`src/hdl/executePkg.sv`:
```
`default_nettype none

package executePkg;

    localparam int DataWidth = 32;              // MIPS word

    // --------------------
    // ALUControl codes
    // --------------------
    localparam logic [5:0] opAdd   = 6'd0;      // ADD, ADDI
    localparam logic [5:0] opAddu  = 6'd1;      // ADDU, ADDIU
    localparam logic [5:0] opSub   = 6'd2;
    localparam logic [5:0] opMul   = 6'd3;      // Low word only
    localparam logic [5:0] opMult  = 6'd4;      // HI/LO signed product
    localparam logic [5:0] opMultu = 6'd5;      // HI/LO unsigned product
    localparam logic [5:0] opMadd  = 6'd6;      // HI/LO += product
    localparam logic [5:0] opMsub  = 6'd7;      // HI/LO -= product
    localparam logic [5:0] opBgez  = 6'd8;
    localparam logic [5:0] opBeq   = 6'd9;
    localparam logic [5:0] opBne   = 6'd10;
    localparam logic [5:0] opBgtz  = 6'd11;
    localparam logic [5:0] opBlez  = 6'd12;
    localparam logic [5:0] opBltz  = 6'd13;
    localparam logic [5:0] opJump  = 6'd14;     // Register jump
    localparam logic [5:0] opSrav  = 6'd15;
    localparam logic [5:0] opRotrv = 6'd16;
    localparam logic [5:0] opLui   = 6'd17;
    localparam logic [5:0] opAnd   = 6'd18;
    localparam logic [5:0] opOr    = 6'd19;
    localparam logic [5:0] opNor   = 6'd20;
    localparam logic [5:0] opXor   = 6'd21;
    localparam logic [5:0] opSeh   = 6'd22;     // Sign extend halfword
    localparam logic [5:0] opSll   = 6'd23;
    localparam logic [5:0] opSrl   = 6'd24;
    localparam logic [5:0] opMovn  = 6'd25;
    localparam logic [5:0] opMovz  = 6'd26;
    localparam logic [5:0] opRotr  = 6'd27;
    localparam logic [5:0] opSra   = 6'd28;
    localparam logic [5:0] opSeb   = 6'd29;     // Sign extend byte
    localparam logic [5:0] opSlt   = 6'd30;
    localparam logic [5:0] opSltu  = 6'd31;
    localparam logic [5:0] opMthi  = 6'd32;
    localparam logic [5:0] opMtlo  = 6'd33;
    localparam logic [5:0] opMfhi  = 6'd34;
    localparam logic [5:0] opMflo  = 6'd35;
    localparam logic [5:0] opSllv  = 6'd36;
    localparam logic [5:0] opSrlv  = 6'd37;
    localparam logic [5:0] opAbs   = 6'd43;
    localparam logic [5:0] opLa    = 6'd44;     // Low 24 bits of B
    localparam logic [5:0] opSubu  = 6'd45;

    // --------------------
    // Stage bundles
    // --------------------
    typedef struct packed {
        logic                 Valid;            // One-cycle strobe
        logic                 RegWrite;
        logic [5:0]           ALUControl;
        logic [DataWidth-1:0] A;                // rs value
        logic [DataWidth-1:0] B;                // rt value or immediate
        logic [4:0]           Shamt;
        logic [4:0]           DestReg;
        logic [DataWidth-1:0] PcPlus4;
        logic [15:0]          BranchOffset;     // Signed word offset
    } issueBundleT;

    typedef struct packed {
        logic                 Valid;
        logic                 RegWrite;         // Cleared on failed move
        logic [4:0]           DestReg;
        logic [DataWidth-1:0] Result;
        logic                 Zero;             // Result is all zeros
        logic                 BranchTaken;
        logic [DataWidth-1:0] BranchTarget;
    } executeResultT;

    typedef struct packed {
        logic [DataWidth-1:0] Hi;
        logic [DataWidth-1:0] Lo;
    } hiLoPairT;

endpackage

`default_nettype wire

```
`src/hdl/branchResolve.sv`:
```
`timescale 1ns/1ps
`default_nettype none

module branchResolve import executePkg::*; (
    input  issueBundleT          Latched,       // Operation in execute
    output logic                 Taken,
    output logic [DataWidth-1:0] Target
);

    logic [DataWidth-1:0] offsetExt;            // Byte offset, sign extended
    logic                 aNeg;
    logic                 aZero;
    logic                 condition;            // Raw branch outcome

    assign offsetExt = {{(DataWidth-18){Latched.BranchOffset[15]}},
                        Latched.BranchOffset, 2'b00};
    assign aNeg      = Latched.A[DataWidth-1];
    assign aZero     = (Latched.A == '0);

    always_comb begin
        case (Latched.ALUControl)
            opBeq:   condition = (Latched.A == Latched.B);
            opBne:   condition = (Latched.A != Latched.B);
            opBgez:  condition = !aNeg;
            opBgtz:  condition = !aNeg && !aZero;
            opBlez:  condition = aNeg || aZero;
            opBltz:  condition = aNeg;
            opJump:  condition = 1'b1;          // Always taken
            default: condition = 1'b0;          // Not a branch
        endcase
    end

    assign Taken = Latched.Valid && condition;  // Bubbles never branch

    // Register jump uses A, branches are PC relative
    assign Target = (Latched.ALUControl == opJump) ? Latched.A
                                                   : Latched.PcPlus4 + offsetExt;

endmodule

`default_nettype wire

```
`config.mk`:
```
export PLATFORM = sky130hd
export DESIGN_NAME = branchResolve
export DESIGN_NICKNAME = d
export VERILOG_FILES = /design/src/hdl/executePkg.sv /design/src/hdl/branchResolve.sv
export SDC_FILE = /design/constraint.sdc
export NUM_CORES = 1
export LEC_CHECK = 0
export BUFFER_PORTS_ARGS = -buffer_cell sky130_fd_sc_hd__buf_4
export CORE_MARGIN = 5
export CORE_UTILIZATION = 45
export DETAILED_ROUTE_END_ITERATION = 16
export PLACE_DENSITY = 0.94
export SLEW_MARGIN = 10
export SYNTH_ARGS = -nofsm -noshare
export SYNTH_HDL_FRONTEND = slang
export SYNTH_SLANG_ARGS = --single-unit
```
`constraint.sdc`:
```
create_clock -name vclk -period 2.51
set_input_delay 0.1255 -clock vclk [all_inputs]
set_output_delay 0.1255 -clock vclk [all_outputs]
set_load 0.02 [all_outputs]
```
==> implementation parameters <==
Parameter                              Value

Status
  Result of the run ... finished, final reports clean

STA
  Number of failing setup endpoints in the final timing report ... 0
  Actual transition at the worst max-transition pin ... 446 ps
  Number of endpoints with negative hold slack in the final report ... 0
  Highest attainable clock frequency ... 0.399 GHz
  RSZ-0062 raised after global routing ... true
  Setup TNS ... 0 ps
  Final Slew Violations ... 0
  Clock period minus worst slack ... 2510 ps
  Final period util ... 99.9%
  Max-slew headroom at the worst pin ... 70.1%

Yosys
  Simple-Gate Fraction of Synth Area ... 21.4%
  Mapped Area ... 2440 um^2
  Post-Synth Adder-Cell Area ... 15.7%
  Avg Inst Size Synth ... 7.02 um^2
  Largest family of logic cells by synthesized area ... compound AO/OA/AOI/OAI gates
  Sequential cell area fraction in the yosys report ... 0%
  XOR/XNOR share of the synthesized area ... 21.6%
  Area share of the leading cell type in the synthesized netlist ... 17.3%
  Number of library cell types mapped by synthesis ... 52
  Largest area contributor in the netlist ... sky130_fd_sc_hd__xnor2_1
  Cell types occupying the most area after synthesis ... sky130_fd_sc_hd__xnor2_1 (17%), sky130_fd_sc_hd__ha_1 (15%), sky130_fd_sc_hd__nand2_1 (8.0%)
  Most instantiated cells after synthesis ... sky130_fd_sc_hd__nand2_1 (52), sky130_fd_sc_hd__xnor2_1 (48), sky130_fd_sc_hd__ha_1 (29), sky130_fd_sc_hd__o21ai_0 (29), sky130_fd_sc_hd__a21oi_1 (28)
  Net count after synthesis ... 507
  Syn Inst Count ... 347
  Number of warnings issued by yosys ... 0
  Mux share of post-synthesis cell area ... 2.77%
  Library cell with the highest instance count after synthesis ... sky130_fd_sc_hd__nand2_1
  Synthesized-area fraction occupied by ao, oa, aoi and oai cells ... 35.6%

Worst setup path
  Data arrival time of the critical path ... 2380 ps
  Critical-path top delay cell ... sky130_fd_sc_hd__fa_2
  Setup CP Type ... input port to output port
  CP Max Fanout ... 3
  Buf+Inv Stages, Crit Path ... 2
  Cell repeated most along the worst path ... sky130_fd_sc_hd__buf_6
  Endpoint required time on the critical path ... 2380 ps
  Cell-by-cell listing of the critical path ... buf_6 > ha_4 > fa_2 > a211oi_4 > o211a_1 > o211ai_1 > a21oi_2 > nor2_2 > a211oi_2 > xnor2_1 > mux2_4 > buf_6
  Startpoint types ... input port
  Stage delay of the slowest cell on the critical path ... 400 ps
  Worst path top cell family by delay ... compound AO/OA/AOI/OAI gates
  Crit path capture type ... output port

Finish
  Final-layout clock buffer total ... 0
  Fraction of layout cells with a size suffix above 1 ... 40.2%
  Antenna cells ... 0
  Synth-to-Final Area Change ... 55.3%
  Seq Cell Count ... 0
  Final layout net count ... 660
  Total of fill cells in the finished design ... 434
  Seq. cell area ... 0 um^2
  Share of the core filled with cells ... 73.1%

Route
  Final Routed Wirelength ... 10,200 um
  Post-detailed-route DRC marker count ... 0
  Routed length per placed instance ... 17.9 um
  1st-iter DRT viols ... 190
  Number of vias in the routed layout ... 3,366
  Ratio of routed vias to standard cells ... 5.93
  Count of TritonRoute iterations in the first routing pass ... 5
  Count of nets left with antenna violations after detail routing ... 0

Power
  Peak supply drop ... 0.174 mV
  Static Leakage ... 1.64 nW
  Cell Pwr Density ... 308 nW/um^2

GRT
  Vias in the first global route ... 3,322
  Aggregate global-route resource usage ... 27.1%
  Pin count of the biggest net entering global routing ... 34
  Global-route wire length before repair ... 16,300 um
  Antenna violations before repair ... 0
  Overflow left after global routing ... 0

Flow run
  Max-Cap Viols ... 0

Floorplanning
  Core box area ... 5170 um^2
  Top-Level Pins ... 163
  Initial Utilization ... 47.1%
  Std-Cell Rows ... 26
  DIE HEIGHT ... 83.6 um
  Total die area ... 6980 um^2
  Die X-Extent ... 83.6 um

Placement
  Routability congestion estimate ... 0.955
  Final HPWL DP ... 8670 um
  Port Buffers ... 152

Min path
  Min-Delay Endpoint ... Taken
  Class of the tightest hold or removal check ... input port to output port
  Worst hold stages ... 3
  Origin of the worst min-delay path ... Latched[124]
## worst min-delay path, delay by kind of cell
family          cells  cell delay [ps]
compound gates      1               60
buf+inv             2              240
## kinds of logic after synthesis
family | count (synthesis)
fa+ha+maj | 30
compound gates | 125
mux | 6
xor+xnor | 60
simple gates | 108
buf+inv | 18
## report_power, final
part	internal, mW	switching, mW	leakage [nW]
Sequential	0	0	0
Clock	0	0	0
Combinational	0.551	0.614	1.64
Total	0.551	0.614	1.64
## final cells by class
class	count	area [um^2]	share of cell area, %
Tap cell	70	87.6	2.31
Inverter	4	15.0	0.397
Multi-Input combinational cell	329	2430	64.3
Timing Repair Buffer	165	1250	33.0
## routing by layer
metal  GRT usage (%)  part of all wire [%]
met5               0                     0
met4            7.89                   4.1
met3            4.74                   7.7
met2            49.0                    49
met1            32.4                    39
## placed cells by master, fill, tap and decap left out, drive strengths merged, types with 3 or more instances in the layout
cell	n
nor4	10
nor3	3
o21bai	3
o21a	7
o211ai	5
a21o	6
xor2	12
a41oi	3
nor2b	3
nand4	15
o21ai	44
xnor2	48
a211oi	6
a21boi	4
ha	29
a21oi	31
inv	4
mux2	6
nor2	12
buf	165
a31oi	4
nand2	53
## per-stage QoR
stage	area [um^2]	setup WS (ps)	cells	power [mW]	hold slack [ps]
floorplan	2440	29.3	347	0.637	386
global placement	3680	-78.8	565	1.10	557
detailed placement	3680	-109	565	1.12	554
CTS	3690	6.30	565	1.12	555
global route	3780	-117	568	1.24	568
finish	3780	1.29	568	1.17	550
## what timing repair did
| action | CTS | global route |
|---|---|---|
| hold buffers | 0 | 0 |
| resized for setup | 1 | 17 |
| pin swaps | 2 | 18 |
| setup endpoints to repair | 7 | 11 |
| buffers inserted | 0 | 3 |
## worst max path at each step
stage           startpoint          to  slack (ps)  cells past startpoint
6_report       Latched[18]  Target[30]           1                     12
4_1_cts         Latched[0]  Target[30]           6                     12
3_3_place_gp    Latched[0]  Target[30]         -80                     12
3_5_place_dp    Latched[0]  Target[30]        -110                     12
2_1_floorplan   Latched[0]  Target[26]          30                     10
5_1_grt        Latched[18]  Target[30]        -120                     12
(Power assumes the default switching activity.)
