==> config.mk <==
export PLATFORM = sky130hd
export DESIGN_NAME = aluCore
export DESIGN_NICKNAME = d
export VERILOG_FILES = /design/src/hdl/executePkg.sv /design/src/hdl/aluCore.sv
export SDC_FILE = /design/constraint.sdc
export NUM_CORES = 2
export LEC_CHECK = 0
export BUFFER_PORTS_ARGS = -buffer_cell sky130_fd_sc_hd__buf_2
export CAP_MARGIN = 10
export CORE_ASPECT_RATIO = 1.4
export CORE_UTILIZATION = 30
export DETAILED_ROUTE_END_ITERATION = 10
export SLEW_MARGIN = 0
export SYNTH_ARGS = -nofsm -noshare
export SYNTH_HDL_FRONTEND = slang
export SYNTH_SLANG_ARGS = --single-unit
==> constraint.sdc <==
create_clock -name vclk -period 13.7
set_input_delay 2.74 -clock vclk [all_inputs]
set_output_delay 2.74 -clock vclk [all_outputs]
set_load 0.05 [all_outputs]
==> src/hdl/executePkg.sv <==
`default_nettype none

package executePkg;

    localparam int DataWidth = 32;              // MIPS word

    // --------------------
    // ALUControl codes
    // --------------------
    localparam logic [5:0] opAdd   = 6'd0;      // ADD, ADDI
    localparam logic [5:0] opAddu  = 6'd1;      // ADDU, ADDIU
    localparam logic [5:0] opSub   = 6'd2;
    localparam logic [5:0] opMul   = 6'd3;      // Low word only
    localparam logic [5:0] opMult  = 6'd4;      // HI/LO signed product
    localparam logic [5:0] opMultu = 6'd5;      // HI/LO unsigned product
    localparam logic [5:0] opMadd  = 6'd6;      // HI/LO += product
    localparam logic [5:0] opMsub  = 6'd7;      // HI/LO -= product
    localparam logic [5:0] opBgez  = 6'd8;
    localparam logic [5:0] opBeq   = 6'd9;
    localparam logic [5:0] opBne   = 6'd10;
    localparam logic [5:0] opBgtz  = 6'd11;
    localparam logic [5:0] opBlez  = 6'd12;
    localparam logic [5:0] opBltz  = 6'd13;
    localparam logic [5:0] opJump  = 6'd14;     // Register jump
    localparam logic [5:0] opSrav  = 6'd15;
    localparam logic [5:0] opRotrv = 6'd16;
    localparam logic [5:0] opLui   = 6'd17;
    localparam logic [5:0] opAnd   = 6'd18;
    localparam logic [5:0] opOr    = 6'd19;
    localparam logic [5:0] opNor   = 6'd20;
    localparam logic [5:0] opXor   = 6'd21;
    localparam logic [5:0] opSeh   = 6'd22;     // Sign extend halfword
    localparam logic [5:0] opSll   = 6'd23;
    localparam logic [5:0] opSrl   = 6'd24;
    localparam logic [5:0] opMovn  = 6'd25;
    localparam logic [5:0] opMovz  = 6'd26;
    localparam logic [5:0] opRotr  = 6'd27;
    localparam logic [5:0] opSra   = 6'd28;
    localparam logic [5:0] opSeb   = 6'd29;     // Sign extend byte
    localparam logic [5:0] opSlt   = 6'd30;
    localparam logic [5:0] opSltu  = 6'd31;
    localparam logic [5:0] opMthi  = 6'd32;
    localparam logic [5:0] opMtlo  = 6'd33;
    localparam logic [5:0] opMfhi  = 6'd34;
    localparam logic [5:0] opMflo  = 6'd35;
    localparam logic [5:0] opSllv  = 6'd36;
    localparam logic [5:0] opSrlv  = 6'd37;
    localparam logic [5:0] opAbs   = 6'd43;
    localparam logic [5:0] opLa    = 6'd44;     // Low 24 bits of B
    localparam logic [5:0] opSubu  = 6'd45;

    // --------------------
    // Stage bundles
    // --------------------
    typedef struct packed {
        logic                 Valid;            // One-cycle strobe
        logic                 RegWrite;
        logic [5:0]           ALUControl;
        logic [DataWidth-1:0] A;                // rs value
        logic [DataWidth-1:0] B;                // rt value or immediate
        logic [4:0]           Shamt;
        logic [4:0]           DestReg;
        logic [DataWidth-1:0] PcPlus4;
        logic [15:0]          BranchOffset;     // Signed word offset
    } issueBundleT;

    typedef struct packed {
        logic                 Valid;
        logic                 RegWrite;         // Cleared on failed move
        logic [4:0]           DestReg;
        logic [DataWidth-1:0] Result;
        logic                 Zero;             // Result is all zeros
        logic                 BranchTaken;
        logic [DataWidth-1:0] BranchTarget;
    } executeResultT;

    typedef struct packed {
        logic [DataWidth-1:0] Hi;
        logic [DataWidth-1:0] Lo;
    } hiLoPairT;

endpackage

`default_nettype wire

==> src/hdl/aluCore.sv <==
`timescale 1ns/1ps
`default_nettype none

module aluCore import executePkg::*; (
    input  issueBundleT          Latched,       // Operation in execute
    output logic [DataWidth-1:0] AluResult,     // Single-result value
    output logic                 MoveFail       // MOVN or MOVZ condition not met
);

    logic [DataWidth-1:0] a;                    // Operand shorthands
    logic [DataWidth-1:0] b;
    logic [4:0]           varAmount;            // Low five bits of A
    logic [DataWidth-1:0] rotFixed;             // ROTR by Shamt
    logic [DataWidth-1:0] rotVar;               // ROTRV by A
    logic                 bIsZero;

    assign a         = Latched.A;
    assign b         = Latched.B;
    assign varAmount = Latched.A[4:0];
    assign bIsZero   = (b == '0);

    // Rotate as a shift of B doubled, low word kept
    assign rotFixed = DataWidth'({b, b} >> Latched.Shamt);
    assign rotVar   = DataWidth'({b, b} >> varAmount);

    always_comb begin
        AluResult = '0;                         // Unlisted codes give zero
        MoveFail  = 1'b0;
        case (Latched.ALUControl)
            // --------------------
            // Arithmetic
            // --------------------
            opAdd, opAddu: begin
                AluResult = a + b;              // Same bits signed or not
            end
            opSub, opSubu: begin
                AluResult = a - b;              // No overflow trap
            end
            opMul: begin
                AluResult = a * b;              // Low word of product
            end
            opAbs: begin
                AluResult = a[DataWidth-1] ? -a : a;
            end
            opLa: begin
                AluResult = {8'h00, b[23:0]};
            end
            opLui: begin
                AluResult = {b[15:0], 16'h0000};
            end

            // --------------------
            // Logic and extend
            // --------------------
            opAnd: AluResult = a & b;
            opOr:  AluResult = a | b;
            opNor: AluResult = ~(a | b);
            opXor: AluResult = a ^ b;
            opSeh: begin
                AluResult = {{16{b[15]}}, b[15:0]};
            end
            opSeb: begin
                AluResult = {{24{b[7]}}, b[7:0]};
            end

            // --------------------
            // Shifts and rotates
            // --------------------
            opSll:   AluResult = b << Latched.Shamt;
            opSllv:  AluResult = b << varAmount;
            opSrl:   AluResult = b >> Latched.Shamt;
            opSrlv:  AluResult = b >> varAmount;
            opSra:   AluResult = $signed(b) >>> Latched.Shamt;  // Sign fill
            opSrav:  AluResult = $signed(b) >>> varAmount;
            opRotr:  AluResult = rotFixed;
            opRotrv: AluResult = rotVar;

            // --------------------
            // Conditional moves
            // --------------------
            opMovn: begin
                if (!bIsZero) begin
                    AluResult = a;              // Move when B nonzero
                end else begin
                    MoveFail = 1'b1;            // Suppress write
                end
            end
            opMovz: begin
                if (bIsZero) begin
                    AluResult = a;              // Move when B zero
                end else begin
                    MoveFail = 1'b1;
                end
            end

            // Set on less than, one-bit result
            opSlt: begin
                AluResult = {{(DataWidth-1){1'b0}}, $signed(a) < $signed(b)};
            end
            opSltu: begin
                AluResult = {{(DataWidth-1){1'b0}}, a < b};
            end

            default: begin
                AluResult = '0;                 // HI/LO and branch codes too
            end
        endcase
    end

endmodule

`default_nettype wire

==> results.json <==
{
  "regArea_um2": 0,
  "grt_max_degree": 43,
  "die_h_um": 377,
  "grt_pass1_wl_mm": 247,
  "period_share_pct": 98.7,
  "antenna_found_initial": 12,
  "synth_area_leaders": "fa_1 27%, ha_1 9.1%, mux2i_1 8.7%",
  "grt_use_total_pct": 33.9,
  "yosysUniqueCellTypes": 94,
  "wl_mm": 176,
  "initial_core_util_pct": 30.2,
  "slew-limit-headroom_pct": 12.0,
  "row_count": 137,
  "setup_viol": 0,
  "status": "finished, final reports clean",
  "crit_type": "in2out",
  "synth_top_area_cell": "fa_1",
  "nClkBuffers": 0,
  "min_period_ns": 13.52,
  "crit_path_end_kind": "output port",
  "initialDrtViolationCount": 4038,
  "synth_nets": 4718,
  "synth_common_cells": "505 x nor2_1, 461 x nand2_1, 452 x inv_1",
  "syn_area_per_cell_um2": 7.61,
  "syn_inst": 3958,
  "synthToLayoutAreaGrowth_pct": 10.9,
  "place_congestion": 1.12,
  "required_ns": 10.96,
  "antenna_left": 0,
  "worstPathMaxFanout": 13,
  "yosysMostFrequentCell": "nor2_1",
  "die_w_um": 270,
  "drc": 0,
  "cap_violations": 0,
  "post_cts_buffers": 0,
  "fin_ws_ns": 0.176,
  "ys_seq_area_share_pct": 0,
  "io_pins": 163,
  "max_freq_mhz": 73.9,
  "grt_overflow": 0,
  "final_cell_area_um2": 33400,
  "syn_area_um2": 30100,
  "drive_above_1_share_pct": 13.1,
  "grt_pass1_vias": 32900,
  "cts_hold_buffers": 0,
  "yosysWarningCount": 0,
  "firstDrtPassIters": 8,
  "portBuffers": 108,
  "hp-start": "Latched[125]",
  "critPathLaunchType": "primary input",
  "nFlopsAndLatches": 0,
  "yosys.area.top_type_share_pct": 27.3,
  "hold_viol_final": 0,
  "arrival_ns": 10.78,
  "crit_start": "Latched[61]",
  "tightest_slew_ns": 1.31,
  "nets": 4768,
  "avgViaCountPerCell": 6.14,
  "via_count": 32700,
  "slew_viol_final": 0,
  "hpwl_mm": 144,
  "die-area_um2": 102000,
  "core_um2": 99600,
  "wire_per_inst_um": 33.0,
  "min_path_type": "in2out",
  "pre_cts_slack_ns": -0.0268,
  "placed_cell_area_um2": 33300
}
==> per-layer routing <==
| metal | wire (um) | vias to the layer above | share of wire [%] | GRT usage, % |
|---|---|---|---|---|
| met5 | 122 | - | 0.069 | 0 |
| met1 | 60900 | 16300 | 35 | 38.1 |
| met3 | 16200 | 719 | 9.2 | 6.64 |
| met2 | 79100 | 2133 | 45 | 55.1 |
| li1 | - | 13600 | - | - |
| met4 | 19400 | 18 | 11 | 29.8 |
==> critical path, stage by stage <==
cell and delay (ns):
clkbuf_4 0.27, buf_8 0.25, nand2_1 0.11, fa_1 0.51, inv_1 0.05, fa_1 0.47, inv_1 0.05, fa_1 0.55
inv_1 0.08, fa_1 0.52, fa_1 0.53, inv_1 0.06, fa_1 0.54, inv_1 0.06, fa_1 0.50, fa_1 0.43
ha_1 0.37, a21oi_1 0.18, o22ai_2 0.17, a222oi_1 0.36, nand4_1 0.18, a221oi_1 0.22, o21ai_0 0.15, or4_1 0.56
a2111oi_2 0.31, o211ai_1 0.27, buf_4 0.27
==> cell type report <==
cell class	instances	area (um2)
Antenna cell	2	5.00
Fill cell	10700	66200
Inverter	472	1800
Multi-Input combinational cell	3159	27100
Tap cell	1320	1650
Timing Repair Buffer	375	2800
==> cell families (layout without fill, tap and decap cells) <==
kind of cell / count (synthesis) / after routing / share of synthesized area [%]
compound gates: 802 / 802 / 18.4
fa+ha+maj: 630 / 630 / 36.4
simple gates: 1293 / 1293 / 18.8
xor+xnor: 90 / 90 / 2.62
buf+inv: 799 / 847 / 10.4
other cells: 0 / 2 / 0
mux: 344 / 344 / 13.4
==> final timing paths <==
| kind | cells after the start | endpoint | slack (ns) |
|---|---|---|---|
| max | 27 | AluResult[30] | 0.18 |
| min | 4 | MoveFail | 6.40 |
==> layout by cell type, fill, tap and decap left out, drive strengths merged, types with 15 or more instances in the layout <==
cell type	Yosys	layout
a22oi	15	15
a21oi	187	187
mux2	39	39
nand3	62	62
mux4	41	41
a22o	16	16
o2111ai	22	22
nand2	462	462
mux2i	264	264
nand2b	32	32
xnor2	76	76
buf	105	371
a21o	37	37
o31ai	25	25
o21ai	140	140
and2	29	29
o22ai	18	18
ha	220	220
nand4	26	26
nor4	25	25
fa	410	410
inv	457	454
a221oi	42	42
nor3	57	57
and3	19	19
o21bai	20	20
o221ai	16	16
a311oi	18	18
a211oi	59	59
o211ai	43	43
nor2	506	506
or3	22	22
a31oi	20	20
==> stage by stage <==
stage               std cells  setup TNS (ns)  util (%)  hold WS (ns)
CTS                      5323               0      33.4          6.32
global placement         5323               0      33.4          6.31
detailed placement       5323         -0.0268      33.4          6.32
floorplan                3958               0         -          5.95
finish                   5328               0      33.5          6.40
global route             5326         -0.0241      33.5          6.39
==> timing repair <==
| item | in CTS | in global routing |
|---|---|---|
| pin swaps | 0 | 2 |
| gates cloned | 0 | 0 |
| endpoints found under the setup margin | 1 | 6 |
| gates resized for setup | 1 | 22 |
Power is left out: the tool's default activity adds up to more than one toggle a clock period on the data nets, which glitch-free logic cannot reach.
